$ cat src/soc_pkg.sv
/*
  SoC bus fabric shared definitions.
  Widths, page-based address map, register indices, host packet
  framing, bus structs and the address region decoder.
*/
`default_nettype none

package soc_pkg;

  localparam int DATA_W       = 32;
  localparam int VADDR_W      = 17;
  localparam int PAGE_BITS    = 12;
  localparam int MAP_BITS     = 5;
  localparam int CODE_DEPTH   = 12;
  localparam int DATA_DEPTH   = 12;
  localparam int IO_REG_BITS  = 5;
  localparam int SYS_REG_BITS = 4;

  // system registers
  localparam int SYS_CPU_RESET  = 0;
  localparam int SYS_CPU_RESUME = 1;
  localparam int SYS_MASTER     = 2;

  localparam logic MASTER_IS_HOST = 1'b0;
  localparam logic MASTER_IS_CPU  = 1'b1;

  // io registers
  localparam int IO_W_LED         = 4;
  localparam int IO_W_TIMER_RESET = 15;
  localparam int IO_R_TIMER_COUNT = 4;

  // host packet is start byte, four addr bytes, four data bytes and end byte
  localparam logic [7:0] PKT_START = 8'hAA;
  localparam logic [7:0] PKT_END   = 8'h55;
  localparam int         PKT_LEN   = 10;

  typedef enum logic [3:0] {
    MAP_MEM_D = 4'd0,
    MAP_NONE  = 4'd1,
    MAP_REG_R = 4'd2,
    MAP_REG_W = 4'd3,
    MAP_MEM_I = 4'd4,
    MAP_SYS   = 4'd5
  } map_region_e;

  typedef enum logic [3:0] {
    PKT_IDLE,
    PKT_ADDR,
    PKT_DATA,
    PKT_TAIL
  } pkt_state_e;

  typedef struct packed {
    logic [31:0]       addr;
    logic [DATA_W-1:0] data;
    logic              we;
  } host_wr_t;

  typedef struct packed {
    logic [VADDR_W-1:0] addr_r_a;
    logic [VADDR_W-1:0] addr_r_b;
    logic [VADDR_W-1:0] addr_w;
    logic [DATA_W-1:0]  data_w;
    logic               we;
  } cpu_d_req_t;

  typedef struct packed {
    logic [DATA_W-1:0] data_a;
    logic [DATA_W-1:0] data_b;
  } cpu_d_rsp_t;

  typedef struct packed {
    logic [VADDR_W-1:0] addr;
    logic [DATA_W-1:0]  data;
    logic               we;
  } ram_wr_t;

  // unmapped pages fall to MAP_NONE
  function automatic map_region_e map_decode(input logic [VADDR_W-1:0] addr);
    logic [MAP_BITS-1:0] page;
    page = addr[VADDR_W-1:PAGE_BITS];
    case (page)
      5'd0:    return MAP_MEM_D;
      5'd2:    return MAP_REG_R;
      5'd3:    return MAP_REG_W;
      5'd4:    return MAP_MEM_I;
      5'd5:    return MAP_SYS;
      default: return MAP_NONE;
    endcase
  endfunction

endpackage

`default_nettype wire

$ cat src/host_packet_rx.sv
/*
  Host packet receiver.
  Frames 10-byte packets from the serial receive byte stream and
  emits one host write per packet with good start and end bytes.
*/
`timescale 1ns/100ps
`default_nettype none

module host_packet_rx (
  input  logic              clk,
  input  logic              rst_n,
  input  logic [7:0]        rx_data,
  input  logic              rx_ready,
  output soc_pkg::host_wr_t host_wr
);

  soc_pkg::pkt_state_e state_q;
  logic [3:0]          pos_q;
  logic                rx_ready_q;
  logic                rx_edge;
  logic [31:0]         addr_sh;
  logic [31:0]         data_sh;
  logic                pend_q;
  logic                wr_we_q;
  logic [31:0]         wr_addr_q;
  logic [31:0]         wr_data_q;

  assign rx_edge = rx_ready && !rx_ready_q;

  always_ff @(posedge clk)
  begin
    if (!rst_n)
    begin
      rx_ready_q <= 1'b0;
    end
    else
    begin
      rx_ready_q <= rx_ready;
    end
  end

  always_ff @(posedge clk)
  begin
    if (!rst_n)
    begin
      state_q <= soc_pkg::PKT_IDLE;
      pos_q   <= '0;
      pend_q  <= 1'b0;
    end
    else
    begin
      pend_q <= 1'b0;
      if (rx_edge)
      begin
        case (state_q)
          soc_pkg::PKT_IDLE:
          begin
            // wait for start byte
            if (rx_data == soc_pkg::PKT_START)
            begin
              state_q <= soc_pkg::PKT_ADDR;
              pos_q   <= 4'd1;
            end
          end
          soc_pkg::PKT_ADDR:
          begin
            pos_q <= pos_q + 4'd1;
            if (pos_q == 4'd4)
            begin
              state_q <= soc_pkg::PKT_DATA;
            end
          end
          soc_pkg::PKT_DATA:
          begin
            pos_q <= pos_q + 4'd1;
            if (pos_q == 4'(soc_pkg::PKT_LEN - 2))
            begin
              state_q <= soc_pkg::PKT_TAIL;
            end
          end
          default:
          begin
            // tenth byte, always back to idle
            state_q <= soc_pkg::PKT_IDLE;
            pos_q   <= '0;
            pend_q  <= (state_q == soc_pkg::PKT_TAIL) && (rx_data == soc_pkg::PKT_END);
          end
        endcase
      end
    end
  end

  // msb first
  always_ff @(posedge clk)
  begin
    if (rx_edge && (state_q == soc_pkg::PKT_ADDR))
    begin
      addr_sh <= {addr_sh[23:0], rx_data};
    end
    if (rx_edge && (state_q == soc_pkg::PKT_DATA))
    begin
      data_sh <= {data_sh[23:0], rx_data};
    end
  end

  always_ff @(posedge clk)
  begin
    if (!rst_n)
    begin
      wr_we_q <= 1'b0;
    end
    else
    begin
      wr_we_q <= pend_q;
    end
  end

  always_ff @(posedge clk)
  begin
    if (pend_q)
    begin
      wr_addr_q <= addr_sh;
      wr_data_q <= data_sh;
    end
  end

  assign host_wr = '{addr: wr_addr_q, data: wr_data_q, we: wr_we_q};

endmodule

`default_nettype wire

$ cat config.mk
export PLATFORM = sky130hd
export DESIGN_NAME = host_packet_rx
export DESIGN_NICKNAME = d
export VERILOG_FILES = /design/src/soc_pkg.sv /design/src/host_packet_rx.sv
export SDC_FILE = /design/constraint.sdc
export NUM_CORES = 1
export LEC_CHECK = 0
export ABC_AREA = 1
export BUFFER_PORTS_ARGS = -buffer_cell sky130_fd_sc_hd__buf_2
export CAP_MARGIN = 20
export CORE_ASPECT_RATIO = 1.5
export CORE_UTILIZATION = 45
export DETAILED_ROUTE_END_ITERATION = 12
export PLACE_DENSITY = 0.65
export SLEW_MARGIN = 20
export SYNTH_ARGS = -nofsm -noshare
export SYNTH_HDL_FRONTEND = slang
export SYNTH_SLANG_ARGS = --single-unit
$ cat constraint.sdc
create_clock -name clk -period 3.6 [get_ports clk]
set_input_delay 0.36 -clock clk [delete_from_list [all_inputs] [get_ports clk]]
set_output_delay 0.36 -clock clk [all_outputs]
set_load 0.03 [all_outputs]
Word-level counts from Yosys, hierarchy flattened. Cells that the tools add are included.

Add/subtract/negate cells: 1. Equality and inequality tests: 10. Muxes and demuxes: 5. Bitwise logic cells: 2. Reduce and logical (&&, ||, !) cells: 10.

Operator list (number): 4-bit two-way mux (3); 4-bit case mux with 3 select lines (1); 4-bit by 2-bit == test with 1-bit output (second input constant) (2); 8-bit by 7-bit == test with 1-bit output (second input constant) (1); 8-bit == test (second input constant) (1); 4-bit case mux with 2 select lines (1); 2-bit inequality test (second input constant) (3); 5-bit OR reduction (1); 4-bit by 1-bit adder with 4-bit output (second input constant) (1); 4-bit by 1-bit == test with 1-bit output (second input constant) (1); 4-bit by 3-bit == test with 1-bit output (second input constant) (1); 4-bit == test (second input constant) (1); 1-bit logical AND (4); 4-bit zero test (1); 4-bit AND reduction (1); 1-bit NOT (2); 2-bit AND reduction (1); 2-bit OR reduction (1); 1-bit zero test (1).

Bits in registers: 139. Bits of input ports: 11. Output and inout bits: 65.

Longest topological paths before layout. Gate-level depths: netlist of the first run.

Word-level depth: 4. Depth in mapped cells: 10. Gate-level depth less buffers: 10.

Worst setup path after synthesis of the first run. No wires, ideal clock.

Kind: input -> register. Start: input rx_ready. End: register addr_sh[0] (enable). Arrival time: 1998 ps. Path slack: 1181 ps. Cell stages on the path: 4. Path buffers: 0. Cells stage by stage: inv_1 -> nor2_8 -> inv_1 -> nor2_1.

Cells in the longest elaborated chain, start to end: 2.

Ends and longest elaborated chain: from (decl) (RTL line host_packet_rx.sv:13) `input logic rx_ready,`; 1-bit logical AND (RTL line host_packet_rx.sv:28) `assign rx_edge = rx_ready && !rx_ready_q;`; 1-bit logical AND (RTL line host_packet_rx.sv:96) `if (rx_edge && (state_q == soc_pkg::PKT_ADDR))`; to (signal assigned) (RTL line host_packet_rx.sv:98) `addr_sh <= {addr_sh[23:0], rx_data};`; to (decl) (RTL line host_packet_rx.sv:21) `logic [31:0] addr_sh;`.

Every way passes these cells. A chain may end at the register's enable or synchronous reset.

Final worst setup path of the first run.
Start: register state_q[0]. End: register data_sh[17] (enable).

Cells in the longest elaborated chain, start to end: 2.

Ends and longest elaborated chain: from (decl) (RTL line host_packet_rx.sv:17) `soc_pkg::pkt_state_e state_q;`; from (signal assigned) (RTL line host_packet_rx.sv:46) `state_q <= soc_pkg::PKT_IDLE;`; from (signal assigned) (RTL line host_packet_rx.sv:61) `state_q <= soc_pkg::PKT_ADDR;`; from (signal assigned) (RTL line host_packet_rx.sv:70) `state_q <= soc_pkg::PKT_DATA;`; 4-bit by 2-bit == test with 1-bit output (RTL line host_packet_rx.sv:100) `if (rx_edge && (state_q == soc_pkg::PKT_DATA))`; 1-bit logical AND (RTL line host_packet_rx.sv:100); to (signal assigned) (RTL line host_packet_rx.sv:102) `data_sh <= {data_sh[23:0], rx_data};`; to (decl) (RTL line host_packet_rx.sv:22) `logic [31:0] data_sh;`.

Every way passes these cells.

==> impl_metrics.json, run 1 <==
{
  "min_period_ns": 1.84,
  "ys_ff_latch": 137,
  "drive_gt1_frac": 0.332,
  "rsz0062_at_grt": "no",
  "finalHoldViolations": 0,
  "gp_congestion": 0.830,
  "critPathRequiredTime_ns": 3.62,
  "drv_slew": 0,
  "yosysMostFrequentCell": "edfxtp_1",
  "multi_input_area_sq_um": 382,
  "cts_root_buf": "clkbuf_16",
  "post-route-period-util": 0.512,
  "power_density_nw_per_um2": 632,
  "cts_max_level": 4,
  "hp-class": "in -> reg",
  "maxCapViolCount": 0,
  "dieArea_sq_um": 10400,
  "seq_area_frac_synth": 0.898,
  "synth_area_leader_cell": "edfxtp_1",
  "crit_arrival_ns": 1.86,
  "relSlewSlack": 0.376,
  "register_area_sq_um": 4030,
  "viasPerCell": 4.74,
  "ys_types": 16,
  "crit_type": "reg -> reg",
  "row_count": 44,
  "start_util": 0.463,
  "io_buffers": 75,
  "setup_violations": 0,
  "drtIter0Drc": 84,
  "yosys_most_used_dff": "edfxtp_1",
  "die_height_um": 124,
  "synthTopCellsByArea": "edfxtp_1, dfxtp_1, ha_1, nand2_1, inv_1",
  "grt_use_total": 0.128,
  "synth_edf_count": 128,
  "nFillCells": 716,
  "die_x_um": 83.5,
  "grt_max_degree": 66,
  "grt_pass1_wl_um": 9600,
  "dp_hpwl_um": 4050,
  "tightest_slew_ns": 0.934,
  "hold_start": "rx_ready",
  "cts_resized": 0,
  "antenna_found_initial": 0,
  "startpoint": "state_q[0]",
  "cts_made_buffers": 17,
  "ant_nets": 0,
  "syn_inst": 225,
  "worst-r2r-setup-slack_ns": 1.76,
  "max_freq_mhz": 542,
  "cts_hold_buf": 0,
  "skew_ns": 0.00672,
  "clk_pin_slew_ns": 0.05,
  "grt_pass1_vias": 2017,
  "crit_path_max_fanout": 32,
  "ios": 76,
  "route.detailed.drc": 0,
  "setup_slack_ns": 1.76,
  "wirelength_um": 6420,
  "avgSynthCellArea_sq_um": 19.9,
  "ys_warn_count": 0,
  "grt-ovfl-total": 0,
  "postCtsSetupBuffers": 0,
  "cts.sinks": 137,
  "ir_worst_vdd_mv": 0.370,
  "rr_startpoint": "state_q[0]",
  "firstDrtPassIters": 4,
  "clk_path_buf_depth": 2,
  "synth_top_area_frac": 0.858,
  "tns_ns": 0,
  "insertion_delay_ns": 0.40,
  "status": "completed",
  "worstSetupStartpointType": "register",
  "cp-end-kind": "register",
  "dp_worst_setup_slack_ns": 1.64,
  "syn_to_final_growth_pct": 26.0,
  "tritoncts": "done",
  "synth.cell_area_sq_um": 4480,
  "coreArea_sq_um": 9690,
  "synthTopCellsByCount": "edfxtp_1, nand2_1, inv_1, nor2_1, dfxtp_1",
  "leakagePower_nw": 2.06,
  "n_antenna_cell": 0,
  "vias": 2116,
  "ys_async_sr_fraction": 0,
  "wl_per_cell_um": 14.4,
  "syn_nets": 243,
  "final_nets": 336
}
path summary, 6_finish.rpt:
check                  endpoint  cells after the start
setup / recovery    data_sh[17]                      4
hold / removal       rx_ready_q                      3
setup reg to reg    data_sh[17]                      4
hold reg to reg   wr_data_q[26]                      0
sequential cells by signal, indices dropped and copies added (netlist names):
name / count
addr_sh: 32
data_sh: 32
pend_q: 1
pos_q: 4
rx_ready_q: 1
state_q: 2
wr_addr_q: 32
wr_data_q: 32
wr_we_q: 1
area by class of cell:
type,instances,share of cell area
sequential,137,0.713
tap,115,0.0255
clock inverter,13,0.0357
inverter,21,0.0140
multi-input combinational,65,0.0676
timing repair buffer,76,0.0678
clock buffer,19,0.0767
cells in the final DEF (no fill, tap or decap), types with 5 or more instances in the layout:
cell,netlist,final
edfxtp_1,128,128
buf_2,1,75
nand2_1,22,22
inv_1,20,20
clkbuf_16,0,17
nor2_1,14,12
nand3_1,8,8
dfxtp_1,9,8
ha_1,7,7
a21oi_1,5,5
nand4_1,5,5
bufinv_16,0,5
layer usage:
layer / GRT usage / wire length (um) / part of all wire
met1: 0.133 / 2530 / 0.39
met2: 0.215 / 3370 / 0.52
met5: 0 / 0 / 0
met4: 0.0688 / 148 / 0.023
met3: 0.0572 / 368 / 0.057
where the power goes:
group | internal (mW) | leakage [nW] | switching, mW
registers | 1.72 | 1.22 | 0.00235
clock network | 1.22 | 0.296 | 0.589
logic | 0.00968 | 0.544 | 0.0204
cell families after synthesis:
family                     count (synthesis)  share of synthesized area
AOI/OAI and AO/OA                          5                    0.00558
adders and majority gates                  7                     0.0195
buffers and inverters                     23                     0.0204
DFF                                      137                      0.898
and+or+nand+nor                           53                     0.0567
metrics by stage:
stage | hold WS [ns] | utilization | instances | cell area [sq um] | power [mW]
after floorplan | 0.400 | - | 225 | 4480 | 1.77
after global placement | 0.402 | 0.517 | 414 | 5010 | 1.79
after detailed placement | 0.405 | 0.517 | 414 | 5010 | 1.79
after CTS | 0.138 | 0.583 | 446 | 5650 | 3.60
after global routing | 0.148 | 0.583 | 446 | 5650 | 3.67
final | 0.158 | 0.583 | 446 | 5650 | 3.57
critical path, stage by stage (launching register included):
cell and delay [ns]:
dfxtp_1 0.34, inv_1 0.11, ha_1 0.20, inv_1 0.08
nor2_4 0.73
No activity file was read; power rests on OpenSTA's default activity.
==> run 2: changes to the inputs <==
ABC_AREA = 0   (was 1)
clock period = 1.9 ns   (was 3.6 ns; I/O delays follow)
==> impl_metrics.json, run 2 <==
{
  "insertion_delay_ns": 0.40,
  "grt-ovfl-total": 0,
  "synthTopCellsByCount": "edfxtp_1, dfxtp_1, ha_1, inv_1, nand2_1",
  "crit_path_max_fanout": 32,
  "die_x_um": 83.1,
  "post-route-period-util": 0.898,
  "crit_arrival_ns": 1.74,
  "relSlewSlack": 0.483,
  "crit_type": "in -> reg",
  "drive_gt1_frac": 0.370,
  "grt_pass1_vias": 1961,
  "gp_congestion": 0.760,
  "utilization": 0.582,
  "status": "completed",
  "io_buffers": 75,
  "tightest_slew_ns": 0.776,
  "clk_pin_slew_ns": 0.06,
  "leakagePower_nw": 2.00,
  "final_cell_mix": "edfxtp_1, buf_2, clkbuf_16, dfxtp_1",
  "viasPerCell": 4.84,
  "ys_ff_latch": 137,
  "tns_ns": 0,
  "min_period_ns": 1.71,
  "syn_inst": 196,
  "syn_to_final_growth_pct": 26.5,
  "row_count": 44,
  "antenna_found_initial": 0,
  "dpl_cell_area_sq_um": 4990,
  "route.detailed.drc": 0,
  "die_height_um": 124,
  "ys_warn_count": 0,
  "synth.cell_area_sq_um": 4440,
  "tritoncts": "done",
  "ys_types": 30,
  "syn_nets": 214,
  "critPathRequiredTime_ns": 1.93,
  "skew_ns": 0.00513,
  "dieArea_sq_um": 10300,
  "worstSetupStartpointType": "input port",
  "n_antenna_cell": 0,
  "ios": 76,
  "synth_top_area_frac": 0.866,
  "cts_max_level": 4,
  "synth_edf_count": 128,
  "finalHoldViolations": 0,
  "firstDrtPassIters": 4,
  "final_nets": 310,
  "wirelength_um": 6460,
  "synth_area_leader_cell": "edfxtp_1",
  "grt_max_degree": 66,
  "ys_async_sr_fraction": 0,
  "final_cell_area_sq_um": 5610,
  "cts_made_buffers": 17,
  "dp_hpwl_um": 3980,
  "power_density_nw_per_um2": 1180,
  "maxCapViolCount": 0,
  "setup_violations": 0,
  "seq_area_frac_synth": 0.907,
  "place_inst": 387,
  "grt_pass1_wl_um": 9740,
  "vias": 2031,
  "start_util": 0.461,
  "grt_use_total": 0.133,
  "cts_root_buf": "clkbuf_16",
  "drtIter0Drc": 118,
  "hp-class": "in -> reg",
  "coreArea_sq_um": 9630,
  "rsz0062_at_grt": "no",
  "avgSynthCellArea_sq_um": 22.6,
  "yosysMostFrequentCell": "edfxtp_1",
  "yosys_most_used_dff": "edfxtp_1",
  "nFillCells": 702,
  "drv_slew": 0,
  "clk_path_buf_depth": 2,
  "ant_nets": 0,
  "cp-end-kind": "register",
  "final_common_cell": "edfxtp_1",
  "cts.sinks": 137,
  "wl_per_cell_um": 15.4,
  "synthTopCellsByArea": "edfxtp_1, dfxtp_1, ha_1, inv_1, and4bb_2",
  "max_freq_mhz": 586,
  "ir_worst_vdd_mv": 0.951,
  "instances_no_fill": 420
}
==> run 2: cell types whose count changed in the layout (fill, tap and decap cells not counted), moves of 3 or more <==
cell,before,now
clkinv_2,0,4
inv_1,20,7
nand2_1,22,4
nand2b_1,0,3
nand3_1,8,2
nand4_1,5,1
nor2_1,12,1
nor2b_1,0,3
o21ai_0,0,3
==> run 2: repair_timing <==
action / 4_1_cts / 5_1_grt
endpoints found under the setup margin: 0 / 0
buffers inserted: 0 / 0
endpoints found under the hold margin: 1 / 0
hold buffers: 1 / 0
resized for setup: 0 / 0
==> run 2: worst paths after layout <==
kind                                  start             to  slack, ns  cells after the start
worst max register to register   state_q[0]    data_sh[27]       0.21                      3
worst min-delay path             rx_data[7]     addr_sh[7]       0.01                      1
worst min register to register  addr_sh[27]  wr_addr_q[27]       0.41                      0
worst max-delay path               rx_ready    data_sh[27]       0.19                      4
==> run 2: logic make-up (layout without fill, tap and decap cells) <==
group / count (synthesis) / count (layout) / synth area share
buffers and inverters: 9 / 118 / 0.00846
muxes: 2 / 2 / 0.00451
adders and majority gates: 7 / 7 / 0.0197
DFF: 137 / 137 / 0.907
and+or+nand+nor: 29 / 29 / 0.0417
AOI/OAI and AO/OA: 12 / 12 / 0.0186
==> run 2: final cells by class <==
cell class                 instances  area (sq um)  area share
inverter                           7          26.3     0.00468
sequential                       137          4030       0.717
clock inverter                    13           178      0.0317
clock buffer                      19           433      0.0772
timing repair buffer              79           420      0.0749
multi-input combinational         50           384      0.0685
tap                              115           144      0.0256
==> run 2: report_power, final <==
part	internal (mW)	switching (mW)	total (mW)
registers	3.26	0.000797	3.26
clock network	2.18	1.13	3.31
logic	0.0150	0.0242	0.0391
total	5.46	1.15	6.61
==> run 2: metrics by stage <==
stage               worst slack [ns]  power [mW]  hold WS, ns
finish                         0.194        6.61       0.0108
global route                  0.0651        6.79      0.00397
CTS                            0.172        6.67      0.00329
detailed placement             0.189        3.36        0.406
global placement               0.262        3.36        0.401
floorplan                     0.0342        3.33        0.259
==> run 2: per-layer routing <==
layer,part of all wire,GRT usage
met1,0.40,0.139
met2,0.52,0.221
met3,0.050,0.0530
met4,0.029,0.0916
met5,0,0
==> run 2: critical path: stages <==
cell and delay, ns:
dlygate4sd3_1 0.52, buf_2 0.11, nor2b_1 0.20, and2_2 0.69
==> run 3: changes to the inputs <==
clock period = 2.05 ns   (was 1.9 ns; I/O delays follow)
==> impl_metrics.json, run 3 (synthesized netlist as in run 2, its figures left out) <==
{
  "status": "completed",
  "cts_resized": 0,
  "die_height_um": 124,
  "final_common_cell": "edfxtp_1",
  "firstDrtPassIters": 5,
  "worst-r2r-setup-slack_ns": 0.37,
  "antenna_found_initial": 0,
  "postCtsSetupBuffers": 0,
  "hp-class": "in -> reg",
  "tns_ns": 0,
  "n_antenna_cell": 0,
  "viasPerCell": 4.90,
  "io_buffers": 75,
  "utilization": 0.583,
  "ios": 76,
  "final_nets": 310,
  "wl_per_cell_um": 15.2,
  "die_x_um": 83.1,
  "vias": 2059,
  "grt_use_total": 0.132,
  "tightest_slew_ns": 0.498,
  "maxCapViolCount": 0,
  "row_count": 44,
  "cts.sinks": 137,
  "min_period_ns": 1.68,
  "tritoncts": "done",
  "dieArea_sq_um": 10300,
  "clk_pin_slew_ns": 0.05,
  "final_cell_mix": "edfxtp_1, buf_2, clkbuf_16, dfxtp_1",
  "grt_pass1_wl_um": 9670,
  "leakagePower_nw": 2.00,
  "drive_gt1_frac": 0.377,
  "wl_met3_um": 300,
  "route.detailed.drc": 0,
  "cts_made_buffers": 17,
  "worstRegToRegCells": 5,
  "drv_slew": 0,
  "register_area_sq_um": 4030,
  "rsz0062_at_grt": "no",
  "gp_congestion": 0.798,
  "coreArea_sq_um": 9630,
  "critPathRequiredTime_ns": 2.35,
  "crit_arrival_ns": 1.97,
  "grt-ovfl-total": 0,
  "start_util": 0.461,
  "grt_pass1_vias": 1974,
  "nFillCells": 697,
  "cts_hold_buf": 0,
  "drtIter0Drc": 104,
  "wirelength_um": 6370,
  "hold_depth": 1,
  "insertion_delay_ns": 0.41,
  "multi_input_area_sq_um": 384,
  "relSlewSlack": 0.668,
  "crit_path_max_fanout": 5,
  "cp-end-kind": "register",
  "wl_met2_um": 3270,
  "worstSetupStartpointType": "register",
  "cts_max_level": 4,
  "syn_to_final_growth_pct": 26.7,
  "max_freq_mhz": 596,
  "ir_worst_vdd_mv": 1.00,
  "grt_max_degree": 26,
  "skew_ns": 0.00610,
  "crit_type": "reg -> reg",
  "setup_violations": 0,
  "ant_nets": 0,
  "power_density_nw_per_um2": 1070,
  "clk_path_buf_depth": 2,
  "post-route-period-util": 0.818,
  "finalHoldViolations": 0,
  "top_layer": "met4",
  "drt-met1-wl_um": 2600,
  "cts_root_buf": "clkbuf_16",
  "dp_hpwl_um": 4250
}
-- run 3: power breakdown --
| group | internal, mW | switching [mW] | total [mW] |
|---|---|---|---|
| Combinational | 0.0127 | 0.0226 | 0.0353 |
| Sequential | 3.02 | 0.000719 | 3.02 |
| Clock | 1.89 | 1.05 | 2.94 |
-- run 3: worst max-delay path, stage by stage (launching register included) --
cell,delay (ns)
dfxtp_1,0.41
inv_1,0.09
ha_1,0.37
nor4b_1,0.32
nand4_1,0.13
nor4_1,0.25
-- run 3: cell type report --
| type | instances | area share |
|---|---|---|
| clock buffers | 18 | 0.0764 |
| clock inverters | 14 | 0.0278 |
| inverters | 7 | 0.00467 |
| multi-input cells | 50 | 0.0683 |
| flip-flops and latches | 137 | 0.716 |
| well taps | 115 | 0.0256 |
| repair buffers | 79 | 0.0810 |
-- run 3: metal layers --
metal  up-vias  global-route usage
met3        17              0.0524
met2        68               0.217
met5         -                   0
met1      1013               0.142
li1        961                   -
met4         0              0.0862
-- run 3: path summary, 6_finish.rpt --
kind | from | end
hold / removal | rx_data[6] | data_sh[6]
hold reg to reg | addr_sh[29] | wr_addr_q[29]
setup / recovery | state_q[0] | pend_q
setup reg to reg | state_q[0] | pend_q
-- run 3: metrics by stage --
stage / instances / power [mW] / area [sq um] / hold slack, ns / setup slack [ns]
final: 420 / 6.00 / 5620 / 0.0215 / 0.373
after global routing: 420 / 6.15 / 5620 / 0.0130 / 0.236
after CTS: 420 / 6.04 / 5620 / 0.0132 / 0.370
after detailed placement: 388 / 3.11 / 5030 / 0.405 / 0.384
after global placement: 388 / 3.11 / 5030 / 0.402 / 0.494
after floorplan: 196 / 3.09 / 4440 / 0.274 / 0.184
